### src/hw/lsu_pkg.sv
// widths and encodings shared by the load/store unit blocks
// the datapath assumes a 32-bit word with four byte lanes
`default_nettype none

package lsu_pkg;

  ////////////////////
  // widths
  ////////////////////

  // byte address width
  parameter int unsigned AddrWidth = 32;

  // bus and register data width
  parameter int unsigned DataWidth = 32;

  // byte lanes per bus word
  parameter int unsigned BeWidth = DataWidth / 8;

  ////////////////////
  // encodings
  ////////////////////

  // access size as issued by the core
  // code 2'b11 is treated as a byte as well
  typedef enum logic [1:0] {
    LSU_WORD = 2'b00,
    LSU_HALF = 2'b01,
    LSU_BYTE = 2'b10
  } lsu_type_e;

  // transaction controller states
  // the _MIS states belong to an access split into two words
  typedef enum logic [2:0] {
    LS_IDLE,
    LS_WAIT_GNT_MIS,
    LS_WAIT_RVALID_MIS,
    LS_WAIT_GNT,
    LS_WAIT_RVALID_MIS_GNTS_DONE
  } ls_fsm_e;

endpackage

`default_nettype wire

### src/hw/lsu_ctrl_fsm.sv
// bus transaction controller, splits word-crossing accesses in two
// responses are assumed in order, at most two outstanding
// the core waits for lsu_resp_valid_o before starting a new access
`timescale 1ns/1ps
`default_nettype none

module lsu_ctrl_fsm #(
  parameter int unsigned AddrWidth = lsu_pkg::AddrWidth
) (
  input  logic                 clk_i,
  input  logic                 rst_ni,
  input  logic                 lsu_req_i,
  input  lsu_pkg::lsu_type_e   lsu_type_i,
  input  logic                 lsu_we_i,
  input  logic [AddrWidth-1:0] lsu_addr_i,
  input  logic                 data_gnt_i,
  input  logic                 data_rvalid_i,
  input  logic                 data_err_i,
  output logic                 data_req_o,
  output logic [AddrWidth-1:0] data_addr_o,
  output logic                 second_part_o,
  output logic                 ctrl_update_o,
  output logic                 rdata_update_o,
  output logic                 lsu_req_done_o,
  output logic                 lsu_resp_valid_o,
  output logic                 lsu_rdata_valid_o,
  output logic                 load_err_o,
  output logic                 store_err_o,
  output logic [AddrWidth-1:0] addr_last_o,
  output logic                 busy_o
);

  lsu_pkg::ls_fsm_e     ls_fsm_cs, ls_fsm_ns;

  logic                 split_access;
  // high once the first part is granted, until the second part is granted
  logic                 handle_mis_q, handle_mis_d;
  // error seen on the first part
  logic                 lsu_err_q, lsu_err_d;
  logic                 data_we_q;
  logic                 addr_update;
  // selects the address of the second word
  logic                 addr_second;
  logic                 resp_err;
  logic [AddrWidth-1:0] addr_aligned;
  logic [AddrWidth-1:0] addr_next;
  logic [AddrWidth-1:0] addr_last_q;

  // word at nonzero offset, or halfword at offset 3
  assign split_access =
      ((lsu_type_i == lsu_pkg::LSU_WORD) && (lsu_addr_i[1:0] != 2'b00)) ||
      ((lsu_type_i == lsu_pkg::LSU_HALF) && (lsu_addr_i[1:0] == 2'b11));

  ////////////////////
  // controller
  ////////////////////

  always_comb begin
    ls_fsm_ns      = ls_fsm_cs;
    data_req_o     = 1'b0;
    addr_second    = 1'b0;
    handle_mis_d   = handle_mis_q;
    lsu_err_d      = lsu_err_q;
    addr_update    = 1'b0;
    ctrl_update_o  = 1'b0;
    rdata_update_o = 1'b0;

    unique case (ls_fsm_cs)
      lsu_pkg::LS_IDLE: begin
        if (lsu_req_i) begin
          data_req_o = 1'b1;
          lsu_err_d  = 1'b0;
          if (data_gnt_i) begin
            ctrl_update_o = 1'b1;
            addr_update   = 1'b1;
            handle_mis_d  = split_access;
            if (split_access) begin
              ls_fsm_ns = lsu_pkg::LS_WAIT_RVALID_MIS;
            end
          end else if (split_access) begin
            ls_fsm_ns = lsu_pkg::LS_WAIT_GNT_MIS;
          end else begin
            ls_fsm_ns = lsu_pkg::LS_WAIT_GNT;
          end
        end
      end

      lsu_pkg::LS_WAIT_GNT_MIS: begin
        data_req_o = 1'b1;
        if (data_gnt_i) begin
          ctrl_update_o = 1'b1;
          addr_update   = 1'b1;
          handle_mis_d  = 1'b1;
          ls_fsm_ns     = lsu_pkg::LS_WAIT_RVALID_MIS;
        end
      end

      lsu_pkg::LS_WAIT_RVALID_MIS: begin
        // second request goes out while the first response is pending
        data_req_o  = 1'b1;
        addr_second = 1'b1;
        if (data_rvalid_i) begin
          lsu_err_d      = data_err_i;
          rdata_update_o = ~data_we_q;
          // last address keeps the first part when that part failed
          addr_update    = data_gnt_i & ~data_err_i;
          handle_mis_d   = ~data_gnt_i;
          ls_fsm_ns      = data_gnt_i ? lsu_pkg::LS_IDLE : lsu_pkg::LS_WAIT_GNT;
        end else if (data_gnt_i) begin
          handle_mis_d = 1'b0;
          ls_fsm_ns    = lsu_pkg::LS_WAIT_RVALID_MIS_GNTS_DONE;
        end
      end

      lsu_pkg::LS_WAIT_GNT: begin
        // aligned access, or second part after the first response
        data_req_o  = 1'b1;
        addr_second = handle_mis_q;
        if (data_gnt_i) begin
          ctrl_update_o = 1'b1;
          addr_update   = ~lsu_err_q;
          handle_mis_d  = 1'b0;
          ls_fsm_ns     = lsu_pkg::LS_IDLE;
        end
      end

      lsu_pkg::LS_WAIT_RVALID_MIS_GNTS_DONE: begin
        // both granted, the last address waits for the first response
        addr_second = 1'b1;
        if (data_rvalid_i) begin
          lsu_err_d      = data_err_i;
          addr_update    = ~data_err_i;
          rdata_update_o = ~data_we_q;
          ls_fsm_ns      = lsu_pkg::LS_IDLE;
        end
      end

      default: ls_fsm_ns = lsu_pkg::LS_IDLE;
    endcase
  end

  always_ff @(posedge clk_i or negedge rst_ni) begin
    if (!rst_ni) begin
      ls_fsm_cs    <= lsu_pkg::LS_IDLE;
      handle_mis_q <= 1'b0;
      lsu_err_q    <= 1'b0;
      data_we_q    <= 1'b0;
      addr_last_q  <= '0;
    end else begin
      ls_fsm_cs    <= ls_fsm_ns;
      handle_mis_q <= handle_mis_d;
      lsu_err_q    <= lsu_err_d;
      if (ctrl_update_o) begin
        data_we_q <= lsu_we_i;
      end
      // byte address for the first part, word address for the second
      if (addr_update) begin
        addr_last_q <= addr_second ? addr_next : lsu_addr_i;
      end
    end
  end

  ////////////////////
  // outputs
  ////////////////////

  assign addr_aligned = {lsu_addr_i[AddrWidth-1:2], 2'b00};
  assign addr_next    = addr_aligned + AddrWidth'(4);
  assign data_addr_o  = addr_second ? addr_next : addr_aligned;

  assign second_part_o = handle_mis_q;
  assign addr_last_o   = addr_last_q;
  assign busy_o        = (ls_fsm_cs != lsu_pkg::LS_IDLE);

  // done once no further grant is needed for this access
  assign lsu_req_done_o = (lsu_req_i | busy_o) & (ls_fsm_ns == lsu_pkg::LS_IDLE);

  // the final response always lands in LS_IDLE
  assign resp_err          = lsu_err_q | data_err_i;
  assign lsu_resp_valid_o  = data_rvalid_i & (ls_fsm_cs == lsu_pkg::LS_IDLE);
  assign lsu_rdata_valid_o = lsu_resp_valid_o & ~resp_err & ~data_we_q;
  assign load_err_o        = lsu_resp_valid_o & resp_err & ~data_we_q;
  assign store_err_o       = lsu_resp_valid_o & resp_err & data_we_q;

endmodule

`default_nettype wire

### src/hw/lsu_load_align.sv
// load data realignment and zero or sign extension
// attributes are captured when the controller flags the access
// the output is combinational from the bus read data
`timescale 1ns/1ps
`default_nettype none

module lsu_load_align #(
  parameter int unsigned DataWidth = lsu_pkg::DataWidth
) (
  input  logic                 clk_i,
  input  logic                 rst_ni,
  input  logic                 ctrl_update_i,
  input  logic                 rdata_update_i,
  input  logic [1:0]           addr_offset_i,
  input  lsu_pkg::lsu_type_e   lsu_type_i,
  input  logic                 lsu_sign_ext_i,
  input  logic [DataWidth-1:0] data_rdata_i,
  output logic [DataWidth-1:0] lsu_rdata_o
);

  // registered access attributes
  logic [1:0]           offset_q;
  lsu_pkg::lsu_type_e   type_q;
  logic                 sign_ext_q;

  // upper three bytes of the first-part word
  logic [DataWidth-1:8] rdata_q;

  logic [DataWidth-1:0] rdata_w;
  logic [DataWidth-1:0] rdata_shift;
  logic [15:0]          rdata_h;
  logic [7:0]           rdata_b;

  ////////////////////
  // registers
  ////////////////////

  always_ff @(posedge clk_i or negedge rst_ni) begin
    if (!rst_ni) begin
      offset_q   <= 2'b00;
      type_q     <= lsu_pkg::LSU_WORD;
      sign_ext_q <= 1'b0;
    end else if (ctrl_update_i) begin
      offset_q   <= addr_offset_i;
      type_q     <= lsu_type_i;
      sign_ext_q <= lsu_sign_ext_i;
    end
  end

  // lane 0 of the first word is never part of a split access
  always_ff @(posedge clk_i) begin
    if (rdata_update_i) begin
      rdata_q <= data_rdata_i[DataWidth-1:8];
    end
  end

  ////////////////////
  // realignment
  ////////////////////

  // word rebuilt from held upper bytes and low bytes of the current word
  always_comb begin
    unique case (offset_q)
      2'b00: rdata_w = data_rdata_i;
      2'b01: rdata_w = {data_rdata_i[7:0], rdata_q[DataWidth-1:8]};
      2'b10: rdata_w = {data_rdata_i[15:0], rdata_q[DataWidth-1:16]};
      default: rdata_w = {data_rdata_i[23:0], rdata_q[DataWidth-1:24]};
    endcase
  end

  // accesses inside one word just shift down by the offset
  assign rdata_shift = data_rdata_i >> {offset_q, 3'b000};

  // a halfword at offset 3 straddles two words, same bytes as the word case
  assign rdata_h = (offset_q == 2'b11) ? rdata_w[15:0] : rdata_shift[15:0];
  assign rdata_b = rdata_shift[7:0];

  ////////////////////
  // extension
  ////////////////////

  always_comb begin
    unique case (type_q)
      lsu_pkg::LSU_WORD: lsu_rdata_o = rdata_w;
      lsu_pkg::LSU_HALF: lsu_rdata_o = {{(DataWidth-16){sign_ext_q & rdata_h[15]}}, rdata_h};
      default:           lsu_rdata_o = {{(DataWidth-8){sign_ext_q & rdata_b[7]}}, rdata_b};
    endcase
  end

endmodule

`default_nettype wire

### src/hw/lsu_store_align.sv
// byte enables and store data lane placement, purely combinational
// the byte enable width follows lsu_pkg::BeWidth, so DataWidth stays 32
`timescale 1ns/1ps
`default_nettype none

module lsu_store_align #(
  parameter int unsigned DataWidth = lsu_pkg::DataWidth
) (
  input  lsu_pkg::lsu_type_e          lsu_type_i,
  input  logic [1:0]                  addr_offset_i,
  input  logic                        second_part_i,
  input  logic [DataWidth-1:0]        lsu_wdata_i,
  output logic [lsu_pkg::BeWidth-1:0] data_be_o,
  output logic [DataWidth-1:0]        data_wdata_o
);

  localparam int unsigned Lanes = lsu_pkg::BeWidth;

  // lanes covered by the access when it sits at offset 0
  logic [Lanes-1:0]       be_base;
  // lanes over two consecutive words after shifting by the offset
  logic [2*Lanes-1:0]     be_span;
  // offset in bits
  logic [4:0]             rot_amt;
  // write data placed twice so a shift acts as a rotation
  logic [2*DataWidth-1:0] wdata_dbl;

  ////////////////////
  // byte enables
  ////////////////////

  always_comb begin
    unique case (lsu_type_i)
      lsu_pkg::LSU_WORD: be_base = '1;
      lsu_pkg::LSU_HALF: be_base = Lanes'(2'b11);
      // byte, and the unused fourth code
      default:           be_base = Lanes'(1'b1);
    endcase
  end

  // low half is the first word, high half is what spills into the next word
  assign be_span = {{Lanes{1'b0}}, be_base} << addr_offset_i;

  // bytes never spill, so their high half is always zero
  assign data_be_o = second_part_i ? be_span[2*Lanes-1:Lanes] : be_span[Lanes-1:0];

  ////////////////////
  // write data
  ////////////////////

  assign rot_amt = {addr_offset_i, 3'b000};

  // rotate left by the offset
  // each byte then sits in its own lane for the first and the second part
  assign wdata_dbl    = {lsu_wdata_i, lsu_wdata_i} << rot_amt;
  assign data_wdata_o = wdata_dbl[2*DataWidth-1:DataWidth];

endmodule

`default_nettype wire

### src/hw/lsu_top.sv
// load/store unit between a core stage and a req/gnt/rvalid data bus
// core holds the request until lsu_req_done_o and waits for lsu_resp_valid_o
// DataWidth must match lsu_pkg::BeWidth lanes, i.e. 32 bits
`timescale 1ns/1ps
`default_nettype none

module lsu_top #(
  parameter int unsigned AddrWidth = lsu_pkg::AddrWidth,
  parameter int unsigned DataWidth = lsu_pkg::DataWidth
) (
  input  logic                        clk_i,
  input  logic                        rst_ni,

  // core side
  input  logic                        lsu_req_i,
  input  logic                        lsu_we_i,
  input  lsu_pkg::lsu_type_e          lsu_type_i,
  input  logic                        lsu_sign_ext_i,
  input  logic [AddrWidth-1:0]        lsu_addr_i,
  input  logic [DataWidth-1:0]        lsu_wdata_i,
  output logic [DataWidth-1:0]        lsu_rdata_o,
  output logic                        lsu_rdata_valid_o,
  output logic                        lsu_resp_valid_o,
  output logic                        lsu_req_done_o,
  output logic                        load_err_o,
  output logic                        store_err_o,
  output logic [AddrWidth-1:0]        addr_last_o,
  output logic                        busy_o,

  // data bus
  output logic                        data_req_o,
  input  logic                        data_gnt_i,
  output logic [AddrWidth-1:0]        data_addr_o,
  output logic                        data_we_o,
  output logic [lsu_pkg::BeWidth-1:0] data_be_o,
  output logic [DataWidth-1:0]        data_wdata_o,
  input  logic                        data_rvalid_i,
  input  logic                        data_err_i,
  input  logic [DataWidth-1:0]        data_rdata_i
);

  logic [1:0] addr_offset;
  logic       second_part;
  logic       ctrl_update;
  logic       rdata_update;

  // byte offset inside the word, held stable by the core
  assign addr_offset = lsu_addr_i[1:0];
  assign data_we_o   = lsu_we_i;

  lsu_ctrl_fsm #(
    .AddrWidth (AddrWidth)
  ) u_ctrl_fsm (
    .clk_i             (clk_i),
    .rst_ni            (rst_ni),
    .lsu_req_i         (lsu_req_i),
    .lsu_type_i        (lsu_type_i),
    .lsu_we_i          (lsu_we_i),
    .lsu_addr_i        (lsu_addr_i),
    .data_gnt_i        (data_gnt_i),
    .data_rvalid_i     (data_rvalid_i),
    .data_err_i        (data_err_i),
    .data_req_o        (data_req_o),
    .data_addr_o       (data_addr_o),
    .second_part_o     (second_part),
    .ctrl_update_o     (ctrl_update),
    .rdata_update_o    (rdata_update),
    .lsu_req_done_o    (lsu_req_done_o),
    .lsu_resp_valid_o  (lsu_resp_valid_o),
    .lsu_rdata_valid_o (lsu_rdata_valid_o),
    .load_err_o        (load_err_o),
    .store_err_o       (store_err_o),
    .addr_last_o       (addr_last_o),
    .busy_o            (busy_o)
  );

  lsu_store_align #(
    .DataWidth (DataWidth)
  ) u_store_align (
    .lsu_type_i    (lsu_type_i),
    .addr_offset_i (addr_offset),
    .second_part_i (second_part),
    .lsu_wdata_i   (lsu_wdata_i),
    .data_be_o     (data_be_o),
    .data_wdata_o  (data_wdata_o)
  );

  lsu_load_align #(
    .DataWidth (DataWidth)
  ) u_load_align (
    .clk_i          (clk_i),
    .rst_ni         (rst_ni),
    .ctrl_update_i  (ctrl_update),
    .rdata_update_i (rdata_update),
    .addr_offset_i  (addr_offset),
    .lsu_type_i     (lsu_type_i),
    .lsu_sign_ext_i (lsu_sign_ext_i),
    .data_rdata_i   (data_rdata_i),
    .lsu_rdata_o    (lsu_rdata_o)
  );

endmodule

`default_nettype wire

### config.mk
export PLATFORM = sky130hd
export DESIGN_NAME = lsu_top
export DESIGN_NICKNAME = d
export VERILOG_FILES = /design/src/hw/lsu_pkg.sv /design/src/hw/lsu_ctrl_fsm.sv /design/src/hw/lsu_load_align.sv /design/src/hw/lsu_store_align.sv /design/src/hw/lsu_top.sv
export SDC_FILE = /design/constraint.sdc
export NUM_CORES = 1
export LEC_CHECK = 0
export ABC_CLOCK_PERIOD_IN_PS = 3200
export BUFFER_PORTS_ARGS = -buffer_cell sky130_fd_sc_hd__buf_2
export CAP_MARGIN = 20
export CORE_MARGIN = 8
export CORE_UTILIZATION = 49
export DETAILED_ROUTE_END_ITERATION = 8
export PLACE_DENSITY = 0.82
export SYNTH_ARGS = -nofsm -noshare
export SYNTH_HDL_FRONTEND = slang
export SYNTH_SLANG_ARGS = --single-unit
### constraint.sdc
create_clock -name clk_i -period 3.2 [get_ports clk_i]
set_clock_uncertainty 0.2 [all_clocks]
set_input_delay 0.16 -clock clk_i [delete_from_list [all_inputs] [get_ports clk_i]]
set_output_delay 0.16 -clock clk_i [all_outputs]
set_load 0.01 [all_outputs]
# After elaboration in Yosys (flattened, before gate mapping)
# Cells that the tools add are included.
# word_totals
reg_bits,67
in_bits,106
output_inout_bits,140
wordCells,100
# op_classes
add_sub_neg,1
eq_ne,14
shift,3
n_mux,39
bitwise,17
reduce_logical,17
# ops
op,count
32-bit one-hot mux with 3 select lines,1
32-bit 2-to-1 mux,2
32-bit one-hot mux with 2 select lines,1
64-bit by 5-bit << shifter with 64-bit output,1
32-bit by 3-bit adder with 32-bit output (second input constant),1
32-bit by 5-bit right shift with 16-bit output,1
3-bit 2-to-1 mux,8
16-bit 2-to-1 mux,1
1-bit 2-to-1 mux,15
3-bit one-hot mux with 5 select lines,1
1-bit bitwise AND,10
1-bit one-hot mux with 2 select lines,4
4-bit one-hot mux with 2 select lines,1
4-bit by 2-bit << shifter with 8-bit output,1
2-bit by 1-bit equality test with 1-bit output (second input constant),3
2-bit equality test (second input constant),3
3-bit by 2-bit equality test with 1-bit output (second input constant),2
2-bit logical NOT,3
3-bit logical NOT,2
2-bit != test (second input constant),3
1-bit NOT,5
1-bit one-hot mux with 5 select lines,1
2-bit 2-to-1 mux,2
4-bit 2-to-1 mux,1
14 further kinds,18

# Longest topological paths before layout
# Gate-level depths: netlist (run 1).
# logic_depth
word_depth,9
depth_mapped,8
depth_no_buf,6

# By module
# Synthesis (run 1) repeated with hierarchy kept, for this count alone.
# hier_totals
hier_cells,552
area_unflattened_um2,5844.4
# modules_own_cells
mod,n_inst,cells_each,area_per_inst_um2,seq_area_each_um2
lsu_load_align,1,244,2556.2,845.8
lsu_ctrl_fsm,1,250,2374.8,950.9
lsu_store_align,1,57,905.9,0.0
lsu_top,1,1,7.5,0.0

# Least setup slack after synthesis (run 1)
# No wires, ideal clock.
# synth_timing
kind,register to register
from,register u_ctrl_fsm.ls_fsm_cs[2]
to,register u_load_align.rdata_q[10] (netlist bit) (enable)
setup_ns,0.405
arrival_ns,1.728
required_ns,2.595
slack_ns,0.867
stages_incl_launch_ff,5
n_path_buf,0
period_less_slack_ns,2.333
path_cell_list,dfrtp_1 -> nand2b_1 -> nand2_1 -> nand2_1 -> nor2_1
# synth_via
elab_chain_cells,3
word_cells_on_any_way,4
cone_classes,eq/ne: 2; mux: 1; reduce/logical: 1
# synth_rtl
item,line,rtl
"start, declared",lsu_ctrl_fsm.sv:33,"lsu_pkg::ls_fsm_e ls_fsm_cs, ls_fsm_ns;"
"start signal, assigned",lsu_ctrl_fsm.sv:144,ls_fsm_cs <= lsu_pkg::LS_IDLE;
"start signal, assigned",lsu_ctrl_fsm.sv:150,ls_fsm_cs <= ls_fsm_ns;
3-bit by 2-bit equality test with 1-bit output or 3-bit equality test (tied branches),lsu_ctrl_fsm.sv:68,unique case (ls_fsm_cs)
2-bit OR reduction (no source line) (*),-,
1-bit 2-to-1 mux (*),-,
via rdata_update,lsu_top.sv:45,logic rdata_update;
"end signal, assigned",lsu_load_align.sv:53,rdata_q <= data_rdata_i[DataWidth-1:8];
"end, declared",lsu_load_align.sv:27,logic [DataWidth-1:8] rdata_q;
# Mark *: on every way through the listed nets, which the timed path passes. The rest lies on a longest branch.
# A chain may end at the register's enable or synchronous reset.

# Worst setup path in the final report (run 1)
# layout_timing
from,register u_ctrl_fsm.ls_fsm_cs[1]
to,output port data_addr_o[22]
# layout_via
elab_chain_cells,4
word_cells_on_any_way,6
cone_classes,eq/ne: 3; mux: 2; reduce/logical: 1
# layout_rtl
item,line,rtl
3-bit by 2-bit equality test with 1-bit output or 3-bit equality test (tied branches),lsu_ctrl_fsm.sv:68,
2-bit OR reduction (no source line),-,
1-bit one-hot mux with 2 select lines (*),lsu_ctrl_fsm.sv:68,
32-bit 2-to-1 mux (*),lsu_ctrl_fsm.sv:169,assign data_addr_o = addr_second ? addr_next : addr_aligned;
"end, declared",lsu_top.sv:33,"output logic [AddrWidth-1:0] data_addr_o,"
# Every way passes the cells marked *; elsewhere a longest branch is shown, timed or not.

==> metrics.txt, run 1 <==
CP peak stage delay=~0.53 ns; Ys Warns=0; CP cell instances=nand2b_1, o22ai_1, buf_4, nand4_1, or3_1, nand2_1, buf_2; Detailed Routing Iterations Pass 1=5; Tot Pwr=0.005075 W; post-CTS sizing=0; fmax=343.8 MHz; final setup margin=0.2914 ns; Area after DPL=0.007057 mm²; max cap viols=0; library cells used by synthesis=slightly above 60; unrepaired setup endpoints after global routing=false; Critical R2R Launch=u_ctrl_fsm.ls_fsm_cs[1]; Reg2Reg Depth=6; Synth area leaders=dfrtp_1 (19%), mux4_2 (13%), edfxtp_1 (13%); largest net degree at the start of global routing=44; post-route cell area=0.007741 mm²; nets@finish=approximately 1000; ant diodes=0; Worst EP required=~2.8 ns; Syn Area/Cell=9.527 µm²; met3 WL=between 1500 and 2000 µm; total die area=0.01542 mm²; total CTS buffers=9; Slew Limit Fails=0; hold wc startpoint=lsu_addr_i[24]; sequential fraction of the synthesis area=0.3133; I/O pin count=246; wl on met1=around 7400 µm; Worst Tran Pin Value=0.7328 ns; GR Overflow Total=0; DR WL/cell=19.29 µm; CP endpoint kind=output port; post-synthesis mux area share=0.2845; Post-Synth Adder-Cell Area=0.002182; CTS clk-pin slew, worst paths=0.05 ns; CP Launch Type=register; status=complete, no violations; Hold Path Depth=3; cell family with most CP delay=simple AND/OR/NAND/NOR gates; layout cells sized above 1=0.3931; most common library cells after synthesis=nor2_1 (63), nand2_1 (51), dfrtp_1 (43), mux2i_1 (37), mux4_2 (33); antenna violations before repair=0; Synth Cell Area=~0.0057 mm²; Max clock buf depth=2; max layer used=met4; critical path buffer and inverter count=2; power per cell area=between 600 and 700 mW/mm²; endpoints failing hold=0; Crit Path Max Fanout=17; asr flop ratio synth=0.6418; largest family of logic cells by synthesized area=multiplexers; Yosys reg bits=67; Detailed Route WL=a little under 20000 µm; most common cell in the netlist=nor2_1; Post-synth top flop=dfrtp_1; Total GRT Usage=0.2424; Slew headroom=0.5115; Finish-stage setup viols=0; R2R setup slack=0.73 ns; number of DRC markers in iteration 0=552; Area Overhead vs Synth=34.97%; Core Rows=39; DP Worst Slack=0.6834 ns; post-detail-place hpwl=14500 µm; Die Y-Extent=124.2 µm; crit path kind=register to output port; xor-xnor portion of the synthesized cell area=0.03512; vias=~6100; met2 wire len=10040 µm; Post-synth EDFFs=24; clock root buffer=clkbuf_16; drt drc=0; CTS tree=done; Final Cycle Share=0.9089; CTS H-Tree Depth=3; Yosys top cell by area=dfrtp_1; first-pass GRT wire length=29860 µm; Simple-Gate Fraction of Synth Area=0.1671; CTS Sinks=67; DRT antenna net count=0; compound-cell area share of the yosys netlist=0.1490; critical path arrival=2.55 ns; Max IR drop VDD=approximately 0.00052 V; Slowest-stage cell, CP=dfrtp_1; drt via density=6.003; Worst Hold Path EP=u_ctrl_fsm.addr_last_o[24]; Synth top area share=0.1876; number of global-route vias before repair=5944; worst reg2reg endpoint=u_ctrl_fsm.addr_last_o[24]; Syn Inst Count=roughly 600; Port Buffers=around 240; HP Class=input port to register; Std-Cell Core Area=0.01142 mm²; Initial Util=0.5023; Placer Congestion=0.8902; min cycle time layout=2.909 ns; chip width=124.2 µm; Static Leak=3.456 nW; Layout fillers=917; worst skew pair latency=between 0.3 and 0.4 ns; Total Neg Setup Slack=0 ns
-- kinds of logic (layout without fill, tap and decap cells) --
family,count (synthesis),after routing
AO/OA/AOI/OAI,140,140
XOR/XNOR,23,23
adder cells (fa/ha/maj),1,1
buffers and inverters,61,328
flip-flops,67,67
multiplexers,116,116
other,1,2
AND/OR/NAND/NOR,193,193
-- metrics by stage --
stage | instances | util | hold slack (ns)
after floorplan | 603 | - | -0.3356
after global placement | 955 | 0.6180 | 0.1759
after detailed placement | 955 | 0.6180 | 0.1775
after CTS | 1011 | 0.6753 | 0.01099
after global routing | 1013 | 0.6780 | 0.04649
final | 1013 | 0.6780 | 0.01830
-- worst reg2reg max path, cell delays in order (launching register included) --
cell	delay, ns
dfrtp_1	0.53
nand2b_1	0.27
o22ai_1	0.31
buf_4	0.29
nand4_1	0.22
or3_1	0.39
a31oi_1	0.18
-- registers in the layout (all words and copies together), names as in the netlist --
register	count
u_ctrl_fsm.ls_fsm_cs	3
u_load_align.sign_ext_q	1
u_load_align.rdata_q	24
u_ctrl_fsm.addr_last_o	32
u_ctrl_fsm.data_we_q	1
u_ctrl_fsm.lsu_err_q	1
u_load_align.type_q	2
u_load_align.offset_q	2
u_ctrl_fsm.second_part_o	1
-- worst max path at each step --
stage	slack, ns	start	cells past startpoint	endpoint
floorplan	0.87	u_ctrl_fsm.ls_fsm_cs[2]	4	u_load_align.rdata_q[10]
global placement	0.74	u_ctrl_fsm.ls_fsm_cs[1]	7	data_addr_o[24]
detailed placement	0.68	u_ctrl_fsm.ls_fsm_cs[1]	7	data_addr_o[24]
CTS	0.33	u_ctrl_fsm.ls_fsm_cs[1]	7	data_addr_o[24]
global route	0.11	u_ctrl_fsm.ls_fsm_cs[1]	7	data_addr_o[24]
finish	0.29	u_ctrl_fsm.ls_fsm_cs[1]	7	data_addr_o[22]
-- layout make-up --
class                      count  area [µm²]  share of cell area
clock buffer                  12       236.5             0.03055
tap                          143       178.9             0.02311
inverter                      12       45.04            0.005819
timing repair buffer         300        1784              0.2305
sequential                    67        1799              0.2324
multi-input combinational    475        3680              0.4754
clock inverter                 4       17.52            0.002263
-- layer usage --
| metal | up-vias | global-route usage |
|---|---|---|
| li1 | 2798 | - |
| met1 | 2945 | 0.2840 |
| met2 | 307 | 0.4253 |
| met3 | 31 | 0.05893 |
| met4 | 0 | 0.08104 |
| met5 | - | 0 |
-- power by group --
| part | internal, W | switching (W) | leakage [nW] |
|---|---|---|---|
| clock network | 0.000517 | 0.000354 | 0.125 |
| registers | 0.00115 | 0.000232 | 0.721 |
| logic | 0.00125 | 0.00157 | 2.61 |
| total | 0.00292 | 0.00216 | 3.46 |
-- layout by cell type, fill, tap and decap left out, types with 9 or more instances in the layout --
| cell type | instances |
|---|---|
| o21ai_1 | 23 |
| mux2i_1 | 37 |
| mux2_2 | 29 |
| nand2_1 | 51 |
| o31ai_1 | 9 |
| nand3_1 | 11 |
| xnor2_1 | 20 |
| mux2_1 | 17 |
| o22ai_1 | 12 |
| nor2_1 | 62 |
| o21ai_0 | 25 |
| dlygate4sd3_1 | 41 |
| dfrtp_1 | 41 |
| buf_4 | 13 |
| mux4_2 | 33 |
| edfxtp_1 | 24 |
| clkbuf_16 | 9 |
| inv_1 | 11 |
| buf_2 | 243 |
| nand4_1 | 14 |
| a21oi_1 | 32 |
-- timing repair --
| action | in CTS | in global routing |
|---|---|---|
| endpoints found under the hold margin | 83 | 3 |
| hold buffers | 40 | 1 |
| buffers inserted | 0 | 0 |
(Power assumes the default switching activity.)
==> run 2, diff against run 1 <==
--- a/config.mk
+++ b/config.mk
@@ -5,13 +5,15 @@
 export SDC_FILE = /design/constraint.sdc
 export NUM_CORES = 1
 export LEC_CHECK = 0
+export ABC_AREA = 1
 export ABC_CLOCK_PERIOD_IN_PS = 3200
 export BUFFER_PORTS_ARGS = -buffer_cell sky130_fd_sc_hd__buf_2
 export CAP_MARGIN = 20
 export CORE_MARGIN = 8
-export CORE_UTILIZATION = 49
+export CORE_UTILIZATION = 50
 export DETAILED_ROUTE_END_ITERATION = 8
-export PLACE_DENSITY = 0.82
+export PLACE_DENSITY = 0.83
+export SLEW_MARGIN = 15
 export SYNTH_ARGS = -nofsm -noshare
 export SYNTH_HDL_FRONTEND = slang
 export SYNTH_SLANG_ARGS = --single-unit
==> run 2 against run 1 <==
Wire length grew 14%. Worst setup slack worse by 0.063 ns. Sequential power up 7%. Synthesized cell count grew 49%. Fmax decreased by 2.1%. Clock-buffer cell count shrank 2. Largest cell class unchanged. Non-clock buffer count down 3. Utilization rose by 0.67 points. Sequential share of layout area shrank 0.36 points. Largest power group unchanged. Sequential cell count is the same. First-iteration DRC count grew 75%.
==> metrics.txt, run 2 <==
DRT antenna net count=0 (unchanged); Crit Path Max Fanout=20 (was 17); Std-Cell Core Area=0.01147 mm² (was 0.01142 mm²); number of global-route vias before repair=7097 (was 5944); nets@finish=1267 (was 972); hold wc startpoint=lsu_addr_i[9] (was lsu_addr_i[24]); GR Overflow Total=0 (unchanged); Core Rows=39 (unchanged); Detailed Routing Iterations Pass 1=7 (was 5); fmax=336.5 MHz (was 343.8 MHz); Placed Cells=1254 (was 955); Total Neg Setup Slack=0 ns (unchanged); number of DRC markers in iteration 0=964 (was 552); Yosys reg bits=67 (unchanged); Final Cycle Share=0.9286 (was 0.9089); Synth area leaders=dfrtp_1 (18%), nand2_1 (18%), edfxtp_1 (12%) (was dfrtp_1 (19%), mux4_2 (13%), edfxtp_1 (13%)); critical path arrival=2.61 ns (was 2.55 ns); Placer Congestion=0.9829 (was 0.8902); library cells used by synthesis=44 (was 62); crit path kind=register to output port (unchanged); clock root buffer=clkbuf_16 (unchanged); Slew Limit Fails=0 (unchanged); I/O pin count=246 (unchanged); post-CTS sizing=0 (unchanged); endpoints failing hold=0 (unchanged); Synth Cell Area=0.005917 mm² (was 0.005736 mm²); sequential fraction of the synthesis area=0.3037 (was 0.3133); CP peak stage delay=0.58 ns (was 0.53 ns); status=complete, no violations (unchanged); Port Buffers=243 (unchanged); post-route core utilization=0.6847 (was 0.6780); vias=7314 (was 6081); Slew headroom=0.3637 (was 0.5115); antenna violations before repair=1 (was 0); worst reg2reg endpoint=u_ctrl_fsm.addr_last_o[10] (was u_ctrl_fsm.addr_last_o[24]); chip width=124.8 µm (was 124.2 µm); CTS H-Tree Depth=3 (unchanged); power per cell area=862.1 mW/mm² (was 655.6 mW/mm²); Max clock buf depth=2 (unchanged); worst skew pair latency=0.33 ns (about the same); Synth top area share=0.1819 (was 0.1876); Finish-stage setup viols=0 (unchanged); drt drc=0 (unchanged); most common cell after layout, fill and taps aside=nand2_1 (was buf_2); Syn Inst Count=898 (was 602); Post-synth EDFFs=24 (unchanged); fin cells=1309 (was 1013); Critical R2R Launch=u_ctrl_fsm.ls_fsm_cs[0] (was u_ctrl_fsm.ls_fsm_cs[1]); CTS tree=done (unchanged); Area Overhead vs Synth=32.69% (was 34.97%); unrepaired setup endpoints after global routing=false (unchanged); Hold Path Depth=4 (was 3); Slowest-stage cell, CP=dfrtp_1 (unchanged); most common library cells after synthesis=nand2_1 (285), inv_1 (89), o21ai_0 (87), nor2_1 (71), nand3_1 (51) (was nor2_1 (63), nand2_1 (51), dfrtp_1 (43), mux2i_1 (37), mux4_2 (33)); most frequent cells in the layout=nand2_1 (285), buf_2 (243), inv_1 (89) (was buf_2 (243), nor2_1 (62), nand2_1 (51)); Worst EP required=2.84 ns (about the same); CP endpoint kind=output port (unchanged); Yosys top cell by area=dfrtp_1 (unchanged); CP cell instances=inv_2, nand2_1, inv_1, a21oi_1, nand2_1, o2111ai_1, nand2_1, buf_2 (was nand2b_1, o22ai_1, buf_4, nand4_1, or3_1, nand2_1, buf_2); Worst Tran Pin Value=0.9545 ns (was 0.7328 ns); post-detail-place hpwl=16790 µm (was 14500 µm); Syn Area/Cell=6.589 µm² (was 9.527 µm²); Reg2Reg Depth=6 (unchanged); Detailed Route WL=22290 µm (was 19540 µm); Static Leak=4.135 nW (was 3.456 nW); min cycle time layout=2.971 ns (was 2.909 ns); Max IR drop VDD=0.0008304 V (was 0.0005203 V); drt via density=5.587 (was 6.003); Ys Warns=0 (unchanged); DP Worst Slack=0.6127 ns (was 0.6834 ns); asr flop ratio synth=0.6418 (unchanged); layout cells sized above 1=0.2592 (was 0.3931); largest net degree at the start of global routing=44 (unchanged); CTS clk-pin slew, worst paths=0.06 ns (was 0.05 ns); Total GRT Usage=0.2742 (was 0.2424); Worst Hold Path EP=u_ctrl_fsm.addr_last_o[9] (was u_ctrl_fsm.addr_last_o[24]); Post-synth top flop=dfrtp_1 (unchanged); CTS Sinks=67 (unchanged); HP Class=input port to register (unchanged); critical path's most frequent cell=nand2_1; total die area=0.01557 mm² (was 0.01542 mm²); CP Launch Type=register (unchanged); Initial Util=0.5160 (was 0.5023); total CTS buffers=9 (unchanged); R2R setup slack=0.97 ns (was 0.73 ns); max reg flops=32 (unchanged); final setup margin=0.2285 ns (was 0.2914 ns); max cap viols=0 (unchanged); Die Y-Extent=124.8 µm (was 124.2 µm); first-pass GRT wire length=35810 µm (was 29860 µm); most common cell in the netlist=nand2_1 (was nor2_1); DR WL/cell=17.03 µm (was 19.29 µm)
==> run 2: through the flow <==
stage,hold WS (ns),cell area [µm²],power (W)
CTS,0.0009049,7849,0.006720
finish,0.007239,7851,0.006769
global placement,0.1530,7198,0.005716
floorplan,-0.3356,5921,0.004175
global route,0.02384,7851,0.007261
detailed placement,0.1558,7198,0.005754
==> run 2: final cells by class <==
type | instances | area, µm²
fillers | 973 | 3616
multi-input cells | 691 | 3533
flip-flops and latches | 67 | 1797
repair buffers | 297 | 1717
inverters | 94 | 352.8
clock buffers | 10 | 229.0
well taps | 143 | 178.9
clock inverters | 6 | 41.29
diodes | 1 | 2.502
==> run 2: worst max-delay path by stage <==
| stage | cells past startpoint | endpoint | start | slack, ns |
|---|---|---|---|---|
| after floorplan | 5 | u_load_align.rdata_q[10] | u_ctrl_fsm.ls_fsm_cs[1] | 0.01 |
| after global placement | 8 | lsu_rdata_o[9] | u_load_align.offset_q[0] | 0.66 |
| after detailed placement | 8 | lsu_rdata_o[25] | u_load_align.offset_q[0] | 0.61 |
| after CTS | 8 | lsu_rdata_o[25] | u_load_align.offset_q[0] | 0.26 |
| after global routing | 8 | lsu_rdata_o[19] | u_load_align.offset_q[0] | 0.01 |
| final | 8 | lsu_rdata_o[9] | u_load_align.offset_q[0] | 0.23 |
==> run 2: cell families after synthesis <==
kind of cell    Yosys count  share of synthesized area
buf+inv                 141                     0.1007
mux                      33                    0.05604
xor+xnor                 15                    0.02220
other cells               1                  0.0006338
fa+ha+maj                 1                   0.002114
flops                    67                     0.3037
compound gates          187                     0.1893
simple gates            453                     0.3254
==> run 2: timing repair <==
item | CTS | global route
hold buffers | 38 | 0
endpoints found under the hold margin | 80 | 0
endpoints found under the setup margin | 0 | 0
buffers inserted | 0 | 0
==> run 2: layer usage <==
metal,GRT usage,share of wire,vias up
li1,-,-,3531
met1,0.3328,0.39,3219
met2,0.4446,0.46,498
met3,0.08085,0.11,66
met4,0.1113,0.031,0
met5,0,0,-
==> run 2: critical path, delay by kind of cell (launching register included) <==
family,cells,cell delay [ns]
compound gates,2,0.29
buf+inv,3,0.91
simple gates,3,0.47
flops,1,0.58
==> run 2: report_power, final <==
group	leakage [nW]	internal (W)	total [W]	switching (W)
Combinational	3.25	0.00155	0.00437	0.00282
Sequential	0.752	0.00122	0.00148	0.000265
Clock	0.129	0.000525	0.000914	0.000389
